### src/core_settings.svh
/* core width and reset settings */

`ifndef CORE_SETTINGS_SVH
`define CORE_SETTINGS_SVH

// data and address width
`define XLEN 64

`define INST_WIDTH 32

// integer register file
`define REG_COUNT 32
`define REG_ADDR_WIDTH 5

// first fetch address after reset
`define RESET_PC 64'h0000_0000_8000_0000

`endif

### src/core_pkg.sv
/* core shared types */

`include "core_settings.svh"

package core_pkg;

  typedef logic [`XLEN-1:0] xlen_t;
  typedef logic [`INST_WIDTH-1:0] inst_t;
  typedef logic [`REG_ADDR_WIDTH-1:0] reg_addr_t;

  // major opcodes of the supported subset
  typedef enum logic [6:0] {
    OP     = 7'b0110011,
    OP_IMM = 7'b0010011,
    LOAD   = 7'b0000011,
    STORE  = 7'b0100011,
    BRANCH = 7'b1100011
  } opcode_t;

  typedef enum logic [2:0] {
    ALU_ADD,
    ALU_SUB,
    ALU_AND,
    ALU_OR,
    ALU_XOR
  } alu_op_t;

  typedef enum logic [1:0] {
    BR_NONE,
    BR_EQ,
    BR_NE
  } branch_kind_t;

  typedef enum logic {
    WB_ALU,
    WB_LOAD
  } wb_src_t;

endpackage

### src/memory_stage.sv
/* data access and mem/wb register */

`timescale 1ns/100ps

module memory_stage import core_pkg::*; (
  input  logic      clock,
  input  logic      reset,
  input  logic      mem_valid,
  input  xlen_t     mem_pc,
  input  xlen_t     mem_alu_result,
  input  xlen_t     mem_store_data,
  input  reg_addr_t mem_rd_addr,
  input  logic      mem_rd_wr_ena,
  input  logic      mem_mem_rd,
  input  logic      mem_mem_wr,
  input  wb_src_t   mem_wb_src,
  input  xlen_t     data_rd_data,
  output xlen_t     data_addr,
  output xlen_t     data_wr_data,
  output logic      data_wr_ena,
  output logic      data_rd_ena,
  output reg_addr_t wb_rd_addr,
  output logic      wb_rd_wr_ena,
  output xlen_t     wb_data,
  output logic      commit_valid,
  output xlen_t     commit_pc,
  output logic      commit_reg_wr_ena,
  output reg_addr_t commit_reg_addr,
  output xlen_t     commit_reg_data
);

  assign data_addr    = mem_alu_result;
  assign data_wr_data = mem_store_data;
  assign data_wr_ena  = mem_valid && mem_mem_wr;
  assign data_rd_ena  = mem_valid && mem_mem_rd;

  always_ff @(posedge clock) begin
    if (reset) begin
      commit_valid <= 1'b0;
      wb_rd_wr_ena <= 1'b0;
    end else begin
      commit_valid <= mem_valid;
      wb_rd_wr_ena <= mem_valid && mem_rd_wr_ena;
    end
  end

  always_ff @(posedge clock) begin
    commit_pc  <= mem_pc;
    wb_rd_addr <= mem_rd_addr;
    wb_data    <= (mem_wb_src == WB_LOAD) ? data_rd_data : mem_alu_result;
  end

  // the commit record is the wb register itself
  assign commit_reg_wr_ena = wb_rd_wr_ena;
  assign commit_reg_addr   = wb_rd_addr;
  assign commit_reg_data   = wb_data;

endmodule

### config.mk
export PLATFORM = sky130hd
export DESIGN_NAME = memory_stage
export DESIGN_NICKNAME = d
export VERILOG_FILES = /design/src/core_pkg.sv /design/src/memory_stage.sv
export VERILOG_INCLUDE_DIRS = /design/src /design/src/src
export SDC_FILE = /design/constraint.sdc
export NUM_CORES = 1
export LEC_CHECK = 0
export ABC_AREA = 1
export BUFFER_PORTS_ARGS = -buffer_cell sky130_fd_sc_hd__buf_2
export CAP_MARGIN = 10
export CORE_AREA = 2 2 238 240
export CTS_BUF_LIST = sky130_fd_sc_hd__clkbuf_16
export DETAILED_ROUTE_END_ITERATION = 8
export DIE_AREA = 0 0 240 242
export SYNTH_ARGS = -nofsm -noshare
export SYNTH_HDL_FRONTEND = slang
export SYNTH_SLANG_ARGS = --single-unit
### constraint.sdc
create_clock -name clock -period 1.3 [get_ports clock]
set_input_delay 0.26 -clock clock [delete_from_list [all_inputs] [get_ports clock]]
set_output_delay 0.26 -clock clock [all_outputs]
set_load 0.05 [all_outputs]
==> results.txt, run 1 <==
Initial antenna violation count: 4. The die covers 0.05808 mm². Fill cells in the final layout number 6,022.

After layout, the design draws a total of 0.01406 W. The first global-routing pass estimated 36.21 mm of wire. The setup slack at placement is 0.1373 ns, and the overall die height is 242 µm.

Endpoint of the worst setup timing path: wb_data[13]. The total number of placement rows came out at 87. The pre-antenna-repair detailed-routing pass consisted of 5 iterations. Along the worst path, the maximum fanout reaches 2.

The post-CTS setup-driven buffer insertion count is 0. The tools report the worst setup path startpoint as commit_reg_data[13]. Synthesis handed over a netlist of 547 instances. For the worst path required time, the log shows 1.04 ns.

The critical path is of the flop to output pin type. Once detail routing completed, the nets flagged for antenna violations numbered 0. Across all layers, the routed design uses 5,250 vias. The shortest clock period the worst path allows after layout came out at 1.343 ns. Max-cap violations in this run came to 0.

Across the VDD grid, the largest voltage drop is 0.0009602 V. Once the floorplan was initialized, standard cells occupied 9.085% of the core. Compared with the post-synthesis result, the final layout area differs by 117.5%.

Hold timing on the final database bottoms out at a slack of 0.06289 ns. The synthesized design contains 135 register bits. In the post-synthesis netlist, the biggest area contributors are dfxtp_1 (53%), buf_4 (30%), nand2_1 (14%). The final-stage net count was 1,298; the static leakage was 5.270 nW. STA classifies the critical path endpoint as an output pin. The run gives 159 as the DRC marker count from the first detailed-route iteration. The top routing layer in use is met5. The area share of and/or/nand/nor cells after synthesis is 14.60%, and the minimum setup slack in the final design is -0.04251 ns. The worst setup path is launched from a flop.

Setup violations remaining at the end of the flow were counted as 4. The die is 240 µm wide. The clock root buffer master is clkbuf_16. The final reports fail on setup timing. For the via count of the first global-routing pass, the log shows 5,403.

At the worst endpoint, the arrival time is 1.08 ns. Cells with a size suffix above 1 make up 56.57% of the layout. Routability-driven placement finished with a final weighted congestion of 0.7752. Summed over all nets, wire length on met2 after detailed routing comes to 13.11 mm. The worst hold path class was primary input to flop. Summing the sequential cell areas from Yosys gives 53.37% of the chip area. Setup repair after global routing could not meet its margin everywhere. For the pin with the worst max-slew slack, the measured transition is 0.5237 ns. The routed length per placed instance was 15.08 µm. The number of hold-slack violations in the final timing report came out at 0. In the synthesized netlist, mux cells make up 0% of the area. The final worst-path cycle share came out at 103.3%. The overall global routing resource usage is 8.980%, and the compound-gate portion of the synthesized area is 0%. After detailed routing, the total wire length is 27.16 mm. The logs give 4 for the deepest level of the CTS H-tree and 0.005064 mm² for the cell area after synthesis. The via density per instance works out to 2.915. In this run the deepest clock path goes through 2 buffers. The number of warning messages in the yosys log came out at 0. The count of buffers from port buffering works out to 474. Area share of fa/ha/maj cells after synthesis: 0%.

The largest family of logic cells by synthesized area is buffers and inverters. In the final routing, the length of wire on met1 measures 8.959 mm. Clock-pin slew was measured on the worst setup and hold paths at 0.08 ns. The number of clock buffers added by TritonCTS is 17.

The synthesized net count is 815. Entering global routing, the biggest net connects 43 pins. The core region is 0.05573 mm². The total count of max-transition violations in the final report was 0; the xor and xnor area share after synthesis was 0%.

After detailed routing, the number of remaining DRC violations is 0. 603 I/O pins were placed. The length of routed met3 wiring was 2.819 mm.

Top-area cell type share of the netlist area: 53.37%. The biggest area consumer among synthesized cells is dfxtp_1. The worst pin sits at a relative slew slack of 65.09%. The clock net in this run drives a total of 135 sinks. Derived from the worst setup path, the maximum achievable clock frequency is 744.9 MHz. Detailed placement ended at an HPWL of 18.31 mm. Dividing total power by cell area gives a power density of 1276 mW/mm². TritonCTS built the clock tree. For this run, the share of the core covered by cells in the final layout is 19.76%. The number of different library cells used by synthesis comes to 8. For the sum of overflow across all layers after global routing, the log shows 0. The flow ran to the end, but the final reports show violations. The average footprint of a synthesized cell was 9.257 µm².
## logic make-up after synthesis
group / count (synthesis)
DFF: 135
buffers and inverters: 215
and+or+nand+nor: 197
## flip-flops by register name, summed over array words and instances, names as in the netlist
register,flops
commit_pc,64
commit_reg_addr,5
commit_valid,1
commit_reg_data,64
commit_reg_wr_ena,1
## cells in the mapped netlist
| cell type | number |
|---|---|
| clkbuf_8 | 6 |
| inv_2 | 1 |
| buf_2 | 6 |
| inv_1 | 3 |
| dfxtp_1 | 135 |
| nor2_1 | 2 |
| buf_4 | 199 |
| nand2_1 | 195 |
## how the worst min path moves through the flow
stage,start,end,slack [ns],cells past startpoint
6_report,mem_alu_result[34],commit_reg_data[34],0.06,3
3_3_place_gp,mem_pc[44],commit_pc[44],0.36,1
4_1_cts,mem_alu_result[34],commit_reg_data[34],0.002,3
2_1_floorplan,mem_pc[0],commit_pc[0],0.29,0
5_1_grt,mem_alu_result[34],commit_reg_data[34],0.04,3
3_5_place_dp,mem_pc[22],commit_pc[22],0.36,1
## area by class of cell
cell class,count,area [µm²],share of cell area (%)
repair buffers,675,5846,53.08
flip-flops and latches,135,2880,26.15
well taps,756,945.9,8.589
multi-input cells,197,739.5,6.714
clock buffers,17,425.4,3.863
clock inverters,15,155.1,1.409
inverters,4,16.27,0.1477
diodes,2,5.005,0.04544
## where the power goes
group / internal (W) / leakage (nW) / switching, W / total [W]
registers: 0.00443 / 1.15 / 0.000279 / 0.00471
logic: 0.00176 / 3.84 / 0.00265 / 0.00441
clock network: 0.00255 / 0.276 / 0.00239 / 0.00494
total: 0.00874 / 5.27 / 0.00532 / 0.0141
## timing repair
| action | in CTS | in global routing |
|---|---|---|
| resized for setup | 496 | 63 |
| hold endpoints to repair | 134 | 0 |
| pin swaps | 0 | 0 |
| setup endpoints to repair | 205 | 86 |
| cloned | 0 | 0 |
| hold buffers | 196 | 0 |
## stage by stage
| stage | instance area [µm²] | setup TNS, ns | std cells |
|---|---|---|---|
| 3_5_place_dp | 6862 | 0 | 1572 |
| 5_1_grt | 11010 | -1.006 | 1801 |
| 6_report | 11010 | -0.09789 | 1801 |
| 2_1_floorplan | 5064 | 0 | 547 |
| 3_3_place_gp | 6862 | 0 | 1572 |
| 4_1_cts | 10790 | -1.221 | 1799 |
## cell usage in the layout (no fill, tap or decap)
cell,Yosys,final
inv_1,3,3
buf_8,0,58
dlygate4sd3_1,0,196
dfxtp_4,0,32
clkbuf_16,0,17
dfxtp_1,135,57
clkinv_2,0,1
buf_2,6,268
inv_6,0,4
buf_6,0,86
clkinv_4,0,1
diode_2,0,2
nand2_1,195,195
clkinv_8,0,2
inv_8,0,5
nor2_1,2,2
buf_4,199,51
dfxtp_2,0,46
buf_12,0,16
clkinvlp_4,0,3
## metal layers
layer,track usage (%),up-vias
met5,0,-
met4,8.513,4
met3,3.635,120
met2,15.00,331
met1,8.232,2371
li1,-,2424
## critical path, stage by stage, from the launching register on
cell	delay (ns)
dfxtp_2	0.33
buf_12	0.13
buf_12	0.14
Power figures use the tool's default switching activity.
==> run 2: changes to the inputs <==
--- a/config.mk
+++ b/config.mk
@@ -6,13 +6,12 @@
 export SDC_FILE = /design/constraint.sdc
 export NUM_CORES = 1
 export LEC_CHECK = 0
-export ABC_AREA = 1
 export BUFFER_PORTS_ARGS = -buffer_cell sky130_fd_sc_hd__buf_2
 export CAP_MARGIN = 10
-export CORE_AREA = 2 2 238 240
+export CORE_AREA = 2 2 233 235
 export CTS_BUF_LIST = sky130_fd_sc_hd__clkbuf_16
 export DETAILED_ROUTE_END_ITERATION = 8
-export DIE_AREA = 0 0 240 242
+export DIE_AREA = 0 0 235 237
 export SYNTH_ARGS = -nofsm -noshare
 export SYNTH_HDL_FRONTEND = slang
 export SYNTH_SLANG_ARGS = --single-unit
==> results.txt, run 2 <==
The run gives 0 (unchanged) as the number of hold-slack violations in the final timing report. The smallest hold slack came out at 0.03221 ns (-0.03068 ns). The logs give 29 (-33%) for the maximum number of pins on one net before global-route repair and 2 (-2) for the final setup violation count.

The most numerous cell in the Yosys netlist was buf_4. Broken down by cell family, the worst path's largest delay share belongs to flip-flops. The overall die height was 237 µm (-2.1%); the shortest clock period the worst path allows after layout was 1.333 ns (-0.009904 ns). The placer's final routability congestion estimate was 0.7651 (-1.3%). Category of the worst setup path capture point: an output pin. The overall global routing resource usage came out at 7.827% (-1.2 points).

The logs give 2 (-2) for the initial antenna violation count and 0 (unchanged) for the post-CTS setup-driven buffer insertion count. The relative slew slack came out at 79.31% (+14 points). The number of distinct library cells after synthesis was 9 (+1); the minimum setup slack in the final design was -0.03261 ns (+0.009904 ns). The startpoint identified for the worst hold timing path is mem_alu_result[26]. The run gives 0.005294 mm² (+4.5%) as the cell area after synthesis.

The type of the setup path with the least slack was flop to output pin. The number of max-cap violations is 0 (unchanged), and the static leakage is 5.019 nW (-4.8%). The worst IR drop on VDD is 0.0009930 V (+3.4%). The data arrival at the endpoint of the critical path was 1.07 ns (about the same); the number of enable-type register cells in the synthesized netlist was 0 (unchanged).

Compound-gate portion of the synthesized area: 0% (unchanged). The deepest level of the CTS H-tree was 4 (unchanged); the synthesis-stage register bit count was 135 (unchanged). For the number of clock sinks, the log shows 135 (unchanged). The average footprint of a synthesized cell came out at 12.98 µm² (+40%). Clock tree synthesis selected as its root buffer the cell clkbuf_16. The via count of the routed design was 4,378 (-17%); the initial cell density of the core was 9.935% (+0.85 points). Among all flip-flop cells after synthesis, the most frequent one is dfxtp_1. The biggest area consumer among synthesized cells is dfxtp_1.

The fraction of synthesis flops using an asynchronous set or reset pin came out at 0% (unchanged). Largest fanout of any net on the critical path: 2 (unchanged). For the total count of max-transition violations in the final report, the log shows 0 (unchanged). CTS clock-pin slew for the worst setup and hold paths: 0.06 ns (-0.02 ns).

The run finished, with violations left. The depth of the critical timing path with buffers and inverters included was 1 (-1); the share of final-layout standard cells stronger than drive strength 1 was 74.86% (+18 points). The count of buffers from port buffering works out to 474 (unchanged). The area share of and/or/nand/nor cells after synthesis is 0.5200% (-14 points), and the final worst-path cycle share is 102.5% (-0.76 points).

The wire length of the first global-routing pass is 30.82 mm (-15%). The via density per instance was 2.805 (-3.8%). The delay of the slowest critical-path stage came out at 0.43 ns (+0.10 ns). The worst path required time was 1.04 ns (about the same).

The number of buffers created by CTS came out at 17 (unchanged). The number of cells produced by synthesis came out at 408 (-25%). Setup repair after global routing could not meet its margin everywhere. The number of buffers and inverters on the critical path came out at 1 (-1).

The maximum clock path buffer count was 2 (unchanged). The final-stage net count was 1,118 (-14%). STA classifies the critical path startpoint as a flop. The xor and xnor area share after synthesis was 0% (unchanged).

The leading cell type in the layout, fill and taps excluded is buf_2. The transition time at the pin with the least slew margin is 0.3125 ns (-0.2111 ns), and the chip width is 235 µm (-2.1%). The area of the core is 0.05328 mm² (-4.4%). The worst hold path class is primary input to flop. The top-area cell type share of the netlist area is 51.05% (-2.3 points).

The sum of overflow across all layers after global routing was 0 (unchanged); the cell depth of the worst hold path was 2 (-1). The portion of netlist area occupied by mux cells came out at 17.87% (+18 points). The residual DRC count came out at 0 (unchanged). The portion of the post-synthesis area used by sequential elements is 51.05% (-2.3 points). The logs give 0.1244 ns (-0.01284 ns) for the setup slack at placement and 50 (-69%) for the DRC marker count from the first detailed-route iteration. For the utilization after layout, the log shows 20.24% (+0.48 points). By area, the combinational part of the netlist is dominated by buffers and inverters. The routed length per placed instance is 13.95 µm (-7.5%), and the synthesized net count is 676 (-17%). The checks that failed: setup timing. After synthesis, the cell types taking the most area are dfxtp_1 (51%), buf_4 (28%), mux2_4 (17%).

In this run the worst setup path begins at commit_reg_data[62]. The power density over cell area is 1302 mW/mm² (+2.0%), and the number of top-level pins is 603 (unchanged). The tools report the remaining antenna violation count as 0 (unchanged). Number of warning messages in the yosys log: 0 (unchanged). Ranked by instance count, the synthesized netlist is headed by buf_4 (198), dfxtp_1 (135), mux2_4 (60).

TritonCTS built the clock tree. For the total number of placement rows, the log shows 85 (-2.3%). The signal on the critical path passes through buf_8. The tools report the via count of the first global-routing pass as 4,945 (-8.5%).

The run gives 0.05570 mm² (-4.1%) as the die area. The area share of fa/ha/maj cells after synthesis works out to 0% (unchanged). The library cells used most frequently in the layout, excluding fill and tap cells, are buf_2 (268), dlygate4sd3_1 (149), buf_8 (85). The tools report the HPWL reported at the end of detailed placement as 14.73 mm (-20%). The length of the first detailed-routing pass in iterations is 3 (-2).

Cell with the largest stage delay on the worst path: dfxtp_4. The logs give 21.77 mm (-20%) for the final wirelength and 750.4 MHz (+0.74%) for the highest attainable clock frequency. The growth of design area from synthesis to finish works out to 103.7%.
[run 2: cell type report]
cell class	instances	area (µm²)
Multi-Input combinational cell	68	973.4
Clock buffer	17	425.4
Timing Repair Buffer	628	5425
Sequential cell	135	2903
Antenna cell	2	5.005
Tap cell	696	870.8
Fill cell	5614	42500
Clock inverter	15	180.2
[run 2: path summary, 6_finish.rpt]
path	to	slack (ns)
setup / recovery	wb_data[62]	-0.03
hold / removal	commit_reg_data[26]	0.03
[run 2: metal layers]
metal,part of all wire (%),track usage (%),vias to the layer above
li1,-,-,2002
met1,34,7.166,1989
met2,50,13.21,342
met3,11,3.905,43
met4,5.0,6.214,2
met5,0.073,0,-
[run 2: where the power goes]
| part | switching, W | internal (W) | total (W) |
|---|---|---|---|
| Combinational | 0.00250 | 0.00178 | 0.00428 |
| Sequential | 0.000285 | 0.00443 | 0.00471 |
| Clock | 0.00203 | 0.00301 | 0.00505 |
| Total | 0.00482 | 0.00922 | 0.0140 |
[run 2: cells by family after synthesis]
family / Yosys count
flops: 135
simple gates: 4
buf+inv: 205
mux: 64
[run 2: through the flow]
stage	setup TNS [ns]	std cells	total power (W)	area, µm²
finish	-0.05698	1561	0.01404	10780
global route	-0.8974	1560	0.01464	10780
CTS	-1.979	1601	0.01445	11010
detailed placement	0	1376	0.007891	6969
global placement	0	1376	0.007877	6969
floorplan	0	408	0.007828	5294
[run 2: what timing repair did]
item | in CTS | in global routing
hold buffers | 193 | 4
endpoints found under the hold margin | 133 | 4
endpoints found under the setup margin | 205 | 127
gates resized for setup | 524 | 58
==> run 3: changes to the inputs <==
--- a/config.mk
+++ b/config.mk
@@ -12,6 +12,7 @@
 export CTS_BUF_LIST = sky130_fd_sc_hd__clkbuf_16
 export DETAILED_ROUTE_END_ITERATION = 8
 export DIE_AREA = 0 0 235 237
+export GPL_TIMING_DRIVEN = 0
 export SYNTH_ARGS = -nofsm -noshare
 export SYNTH_HDL_FRONTEND = slang
 export SYNTH_SLANG_ARGS = --single-unit
==> results.txt, run 3 (synthesis results as in run 2) <==
The overall die height came out at 237 µm (unchanged). Cell with the largest stage delay on the worst path: dfxtp_4. The logs give 0.05328 mm² (unchanged) for the area of the core and 2 (unchanged) for the maximum clock path buffer count. For the relative slew slack, the log shows 79.93% (+0.62 points).

The tools report the remaining antenna violation count as 0 (unchanged). Clock tree synthesis selected as its root buffer the cell clkbuf_16. The HPWL reported at the end of detailed placement was 17.07 mm (+16%); the data arrival at the endpoint of the critical path was 1.13 ns (+0.06 ns). The library cell used most frequently in the layout, excluding fill and tap cells, is buf_2. The tools report the via count of the first global-routing pass as 6,021 (+22%). The area of the multi-input gates came out at 973.4 µm² (unchanged).

For the total count of max-transition violations in the final report, the log shows 0 (unchanged). The power density over cell area was 1186 mW/mm² (-8.9%); the CTS clock-pin slew for the worst setup and hold paths was 0.07 ns (about the same). The logs give -1.029 ns (-0.9716 ns) for the total negative setup slack and 0.05570 mm² (unchanged) for the die area.

The signal on the critical path passes through buf_6 -> buf_8. The share of final-layout standard cells stronger than drive strength 1 is 79.68% (+4.8 points). The tools report the total number of placement rows as 85 (unchanged).

The transition time at the pin with the least slew margin came out at 0.3032 ns (-0.009361 ns). The utilization after layout was 24.12% (+3.9 points); the chip width was 235 µm (unchanged). The logs give 9.935% (unchanged) for the initial cell density of the core and 718.8 MHz (-4.2%) for the highest attainable clock frequency. The total placed instance area came out at 0.008852 mm² (+27%). The minimum setup slack in the final design was -0.09129 ns (-0.05869 ns); the number of clock sinks was 135 (unchanged). The worst hold path class is primary input to flop. The final wirelength was 24.86 mm (+14%).

The critical path starts at commit_reg_data[62]. The count of buffers from port buffering is 537 (+13%). Setup repair after global routing could not meet its margin everywhere. The tools report the sum of overflow across all layers after global routing as 0 (unchanged). Category of the worst setup path capture point: an output pin. In the layout the commonest cells are buf_2 (331), buf_4 (176), dlygate4sd3_1 (160).

On the critical path the largest part of the delay comes from flip-flops. The final worst-path cycle share was 107.0% (+4.5 points). The tools report the worst IR drop on VDD as 0.0009705 V (-2.3%).

The checks that failed: setup timing. The number of max-cap violations came out at 0 (unchanged). The smallest hold slack came out at 0.04174 ns (+0.009522 ns).

The post-route cell area was 0.01285 mm² (+19%); the number of hold-slack violations in the final timing report was 0 (unchanged). TritonCTS built the clock tree. The wire length of the first global-routing pass was 35.38 mm (+15%). The overall global routing resource usage is 8.744% (+0.92 points), and the length of the first detailed-routing pass in iterations is 4 (+1). For the residual DRC count, the log shows 0 (unchanged). The area occupied by registers came out at 0.002865 mm² (-1.3%). The tools report the maximum number of pins on one net before global-route repair as 17 (-41%). The DRC marker count from the first detailed-route iteration is 81 (+62%), and the via density per instance is 2.918 (+4.0%). The tools report the setup slack at placement as 0.07385 ns (-0.05057 ns).

The run gives 40 (+38) as the final setup violation count. The tools report the endpoint of the worst setup timing path as wb_data[62]. The flow ran to the end, but the final reports show violations.

Static leakage: 6.294 nW (+25%). Relative to the synthesized area, the layout overhead comes to 142.7%. The worst path required time was 1.04 ns (about the same). Placer's final routability congestion estimate: 0.7893 (+3.2%).

The initial antenna violation count came out at 2 (unchanged). The delay of the slowest critical-path stage was 0.41 ns (-0.02 ns); the number of top-level pins was 603 (unchanged). The number of buffers and inverters on the critical path works out to 2 (+1). The startpoint kind of the worst setup timing path is a flop.

The deepest level of the CTS H-tree was 4 (unchanged); the final-stage net count was 1,377 (+23%). The type of the setup path with the least slack is flop to output pin. The largest fanout of any net on the critical path came out at 2 (unchanged). The depth of the critical timing path with buffers and inverters included is 2 (+1). The routed length per placed instance came out at 13.67 µm (-2.0%).

The via count of the routed design came out at 5,308 (+21%). The shortest clock period the worst path allows after layout was 1.391 ns (+0.05869 ns); the number of buffers created by CTS was 17 (unchanged). The tools report the filler cell count in the final layout as 5,494 (-2.1%).
run 3: worst min-delay path by stage:
stage / startpoint / end / slack [ns] / cells after the start
final: mem_alu_result[50] / commit_reg_data[50] / 0.04 / 2
after global routing: mem_alu_result[50] / commit_reg_data[50] / 0.003 / 2
after CTS: data_rd_data[21] / commit_reg_data[21] / 0.0006 / 2
after detailed placement: mem_pc[16] / commit_pc[16] / 0.36 / 1
after global placement: mem_rd_addr[4] / commit_reg_addr[4] / 0.36 / 1
after floorplan: mem_pc[0] / commit_pc[0] / 0.29 / 0
run 3: per-stage QoR:
stage | cells | total power (W)
2_1_floorplan | 408 | 0.007828
3_3_place_gp | 1641 | 0.008915
3_5_place_dp | 1641 | 0.008933
4_1_cts | 1850 | 0.01563
5_1_grt | 1819 | 0.01587
6_report | 1819 | 0.01524
run 3: repair_timing:
action,4_1_cts,5_1_grt
setup buffers,0,0
endpoints found under the setup margin,205,117
hold endpoints to repair,133,1
hold buffers,177,1
gates resized for setup,621,25
run 3: where the power goes:
| group | internal [W] | switching (W) | total [W] | leakage (nW) |
|---|---|---|---|---|
| registers | 0.00444 | 0.000257 | 0.00469 | 1.15 |
| clock network | 0.00302 | 0.00205 | 0.00507 | 0.291 |
| logic | 0.00238 | 0.00310 | 0.00547 | 4.85 |
| total | 0.00983 | 0.00541 | 0.0152 | 6.29 |
run 3: final cells by class:
class / count / area share (%)
tap: 696 / 6.777
timing repair buffer: 697 / 45.32
clock inverter: 15 / 1.383
multi-input combinational: 68 / 7.575
sequential: 135 / 22.30
antenna: 1 / 0.01947
buffer: 190 / 13.32
clock buffer: 17 / 3.311
run 3: routing by layer:
layer	part of all wire [%]	track usage, %	vias up	wire length, µm
li1	-	-	2515	-
met1	36	8.659	2399	8906
met2	51	15.21	347	12780
met3	8.7	3.427	45	2157
met4	4.0	5.735	2	1005
met5	0.064	0	-	16
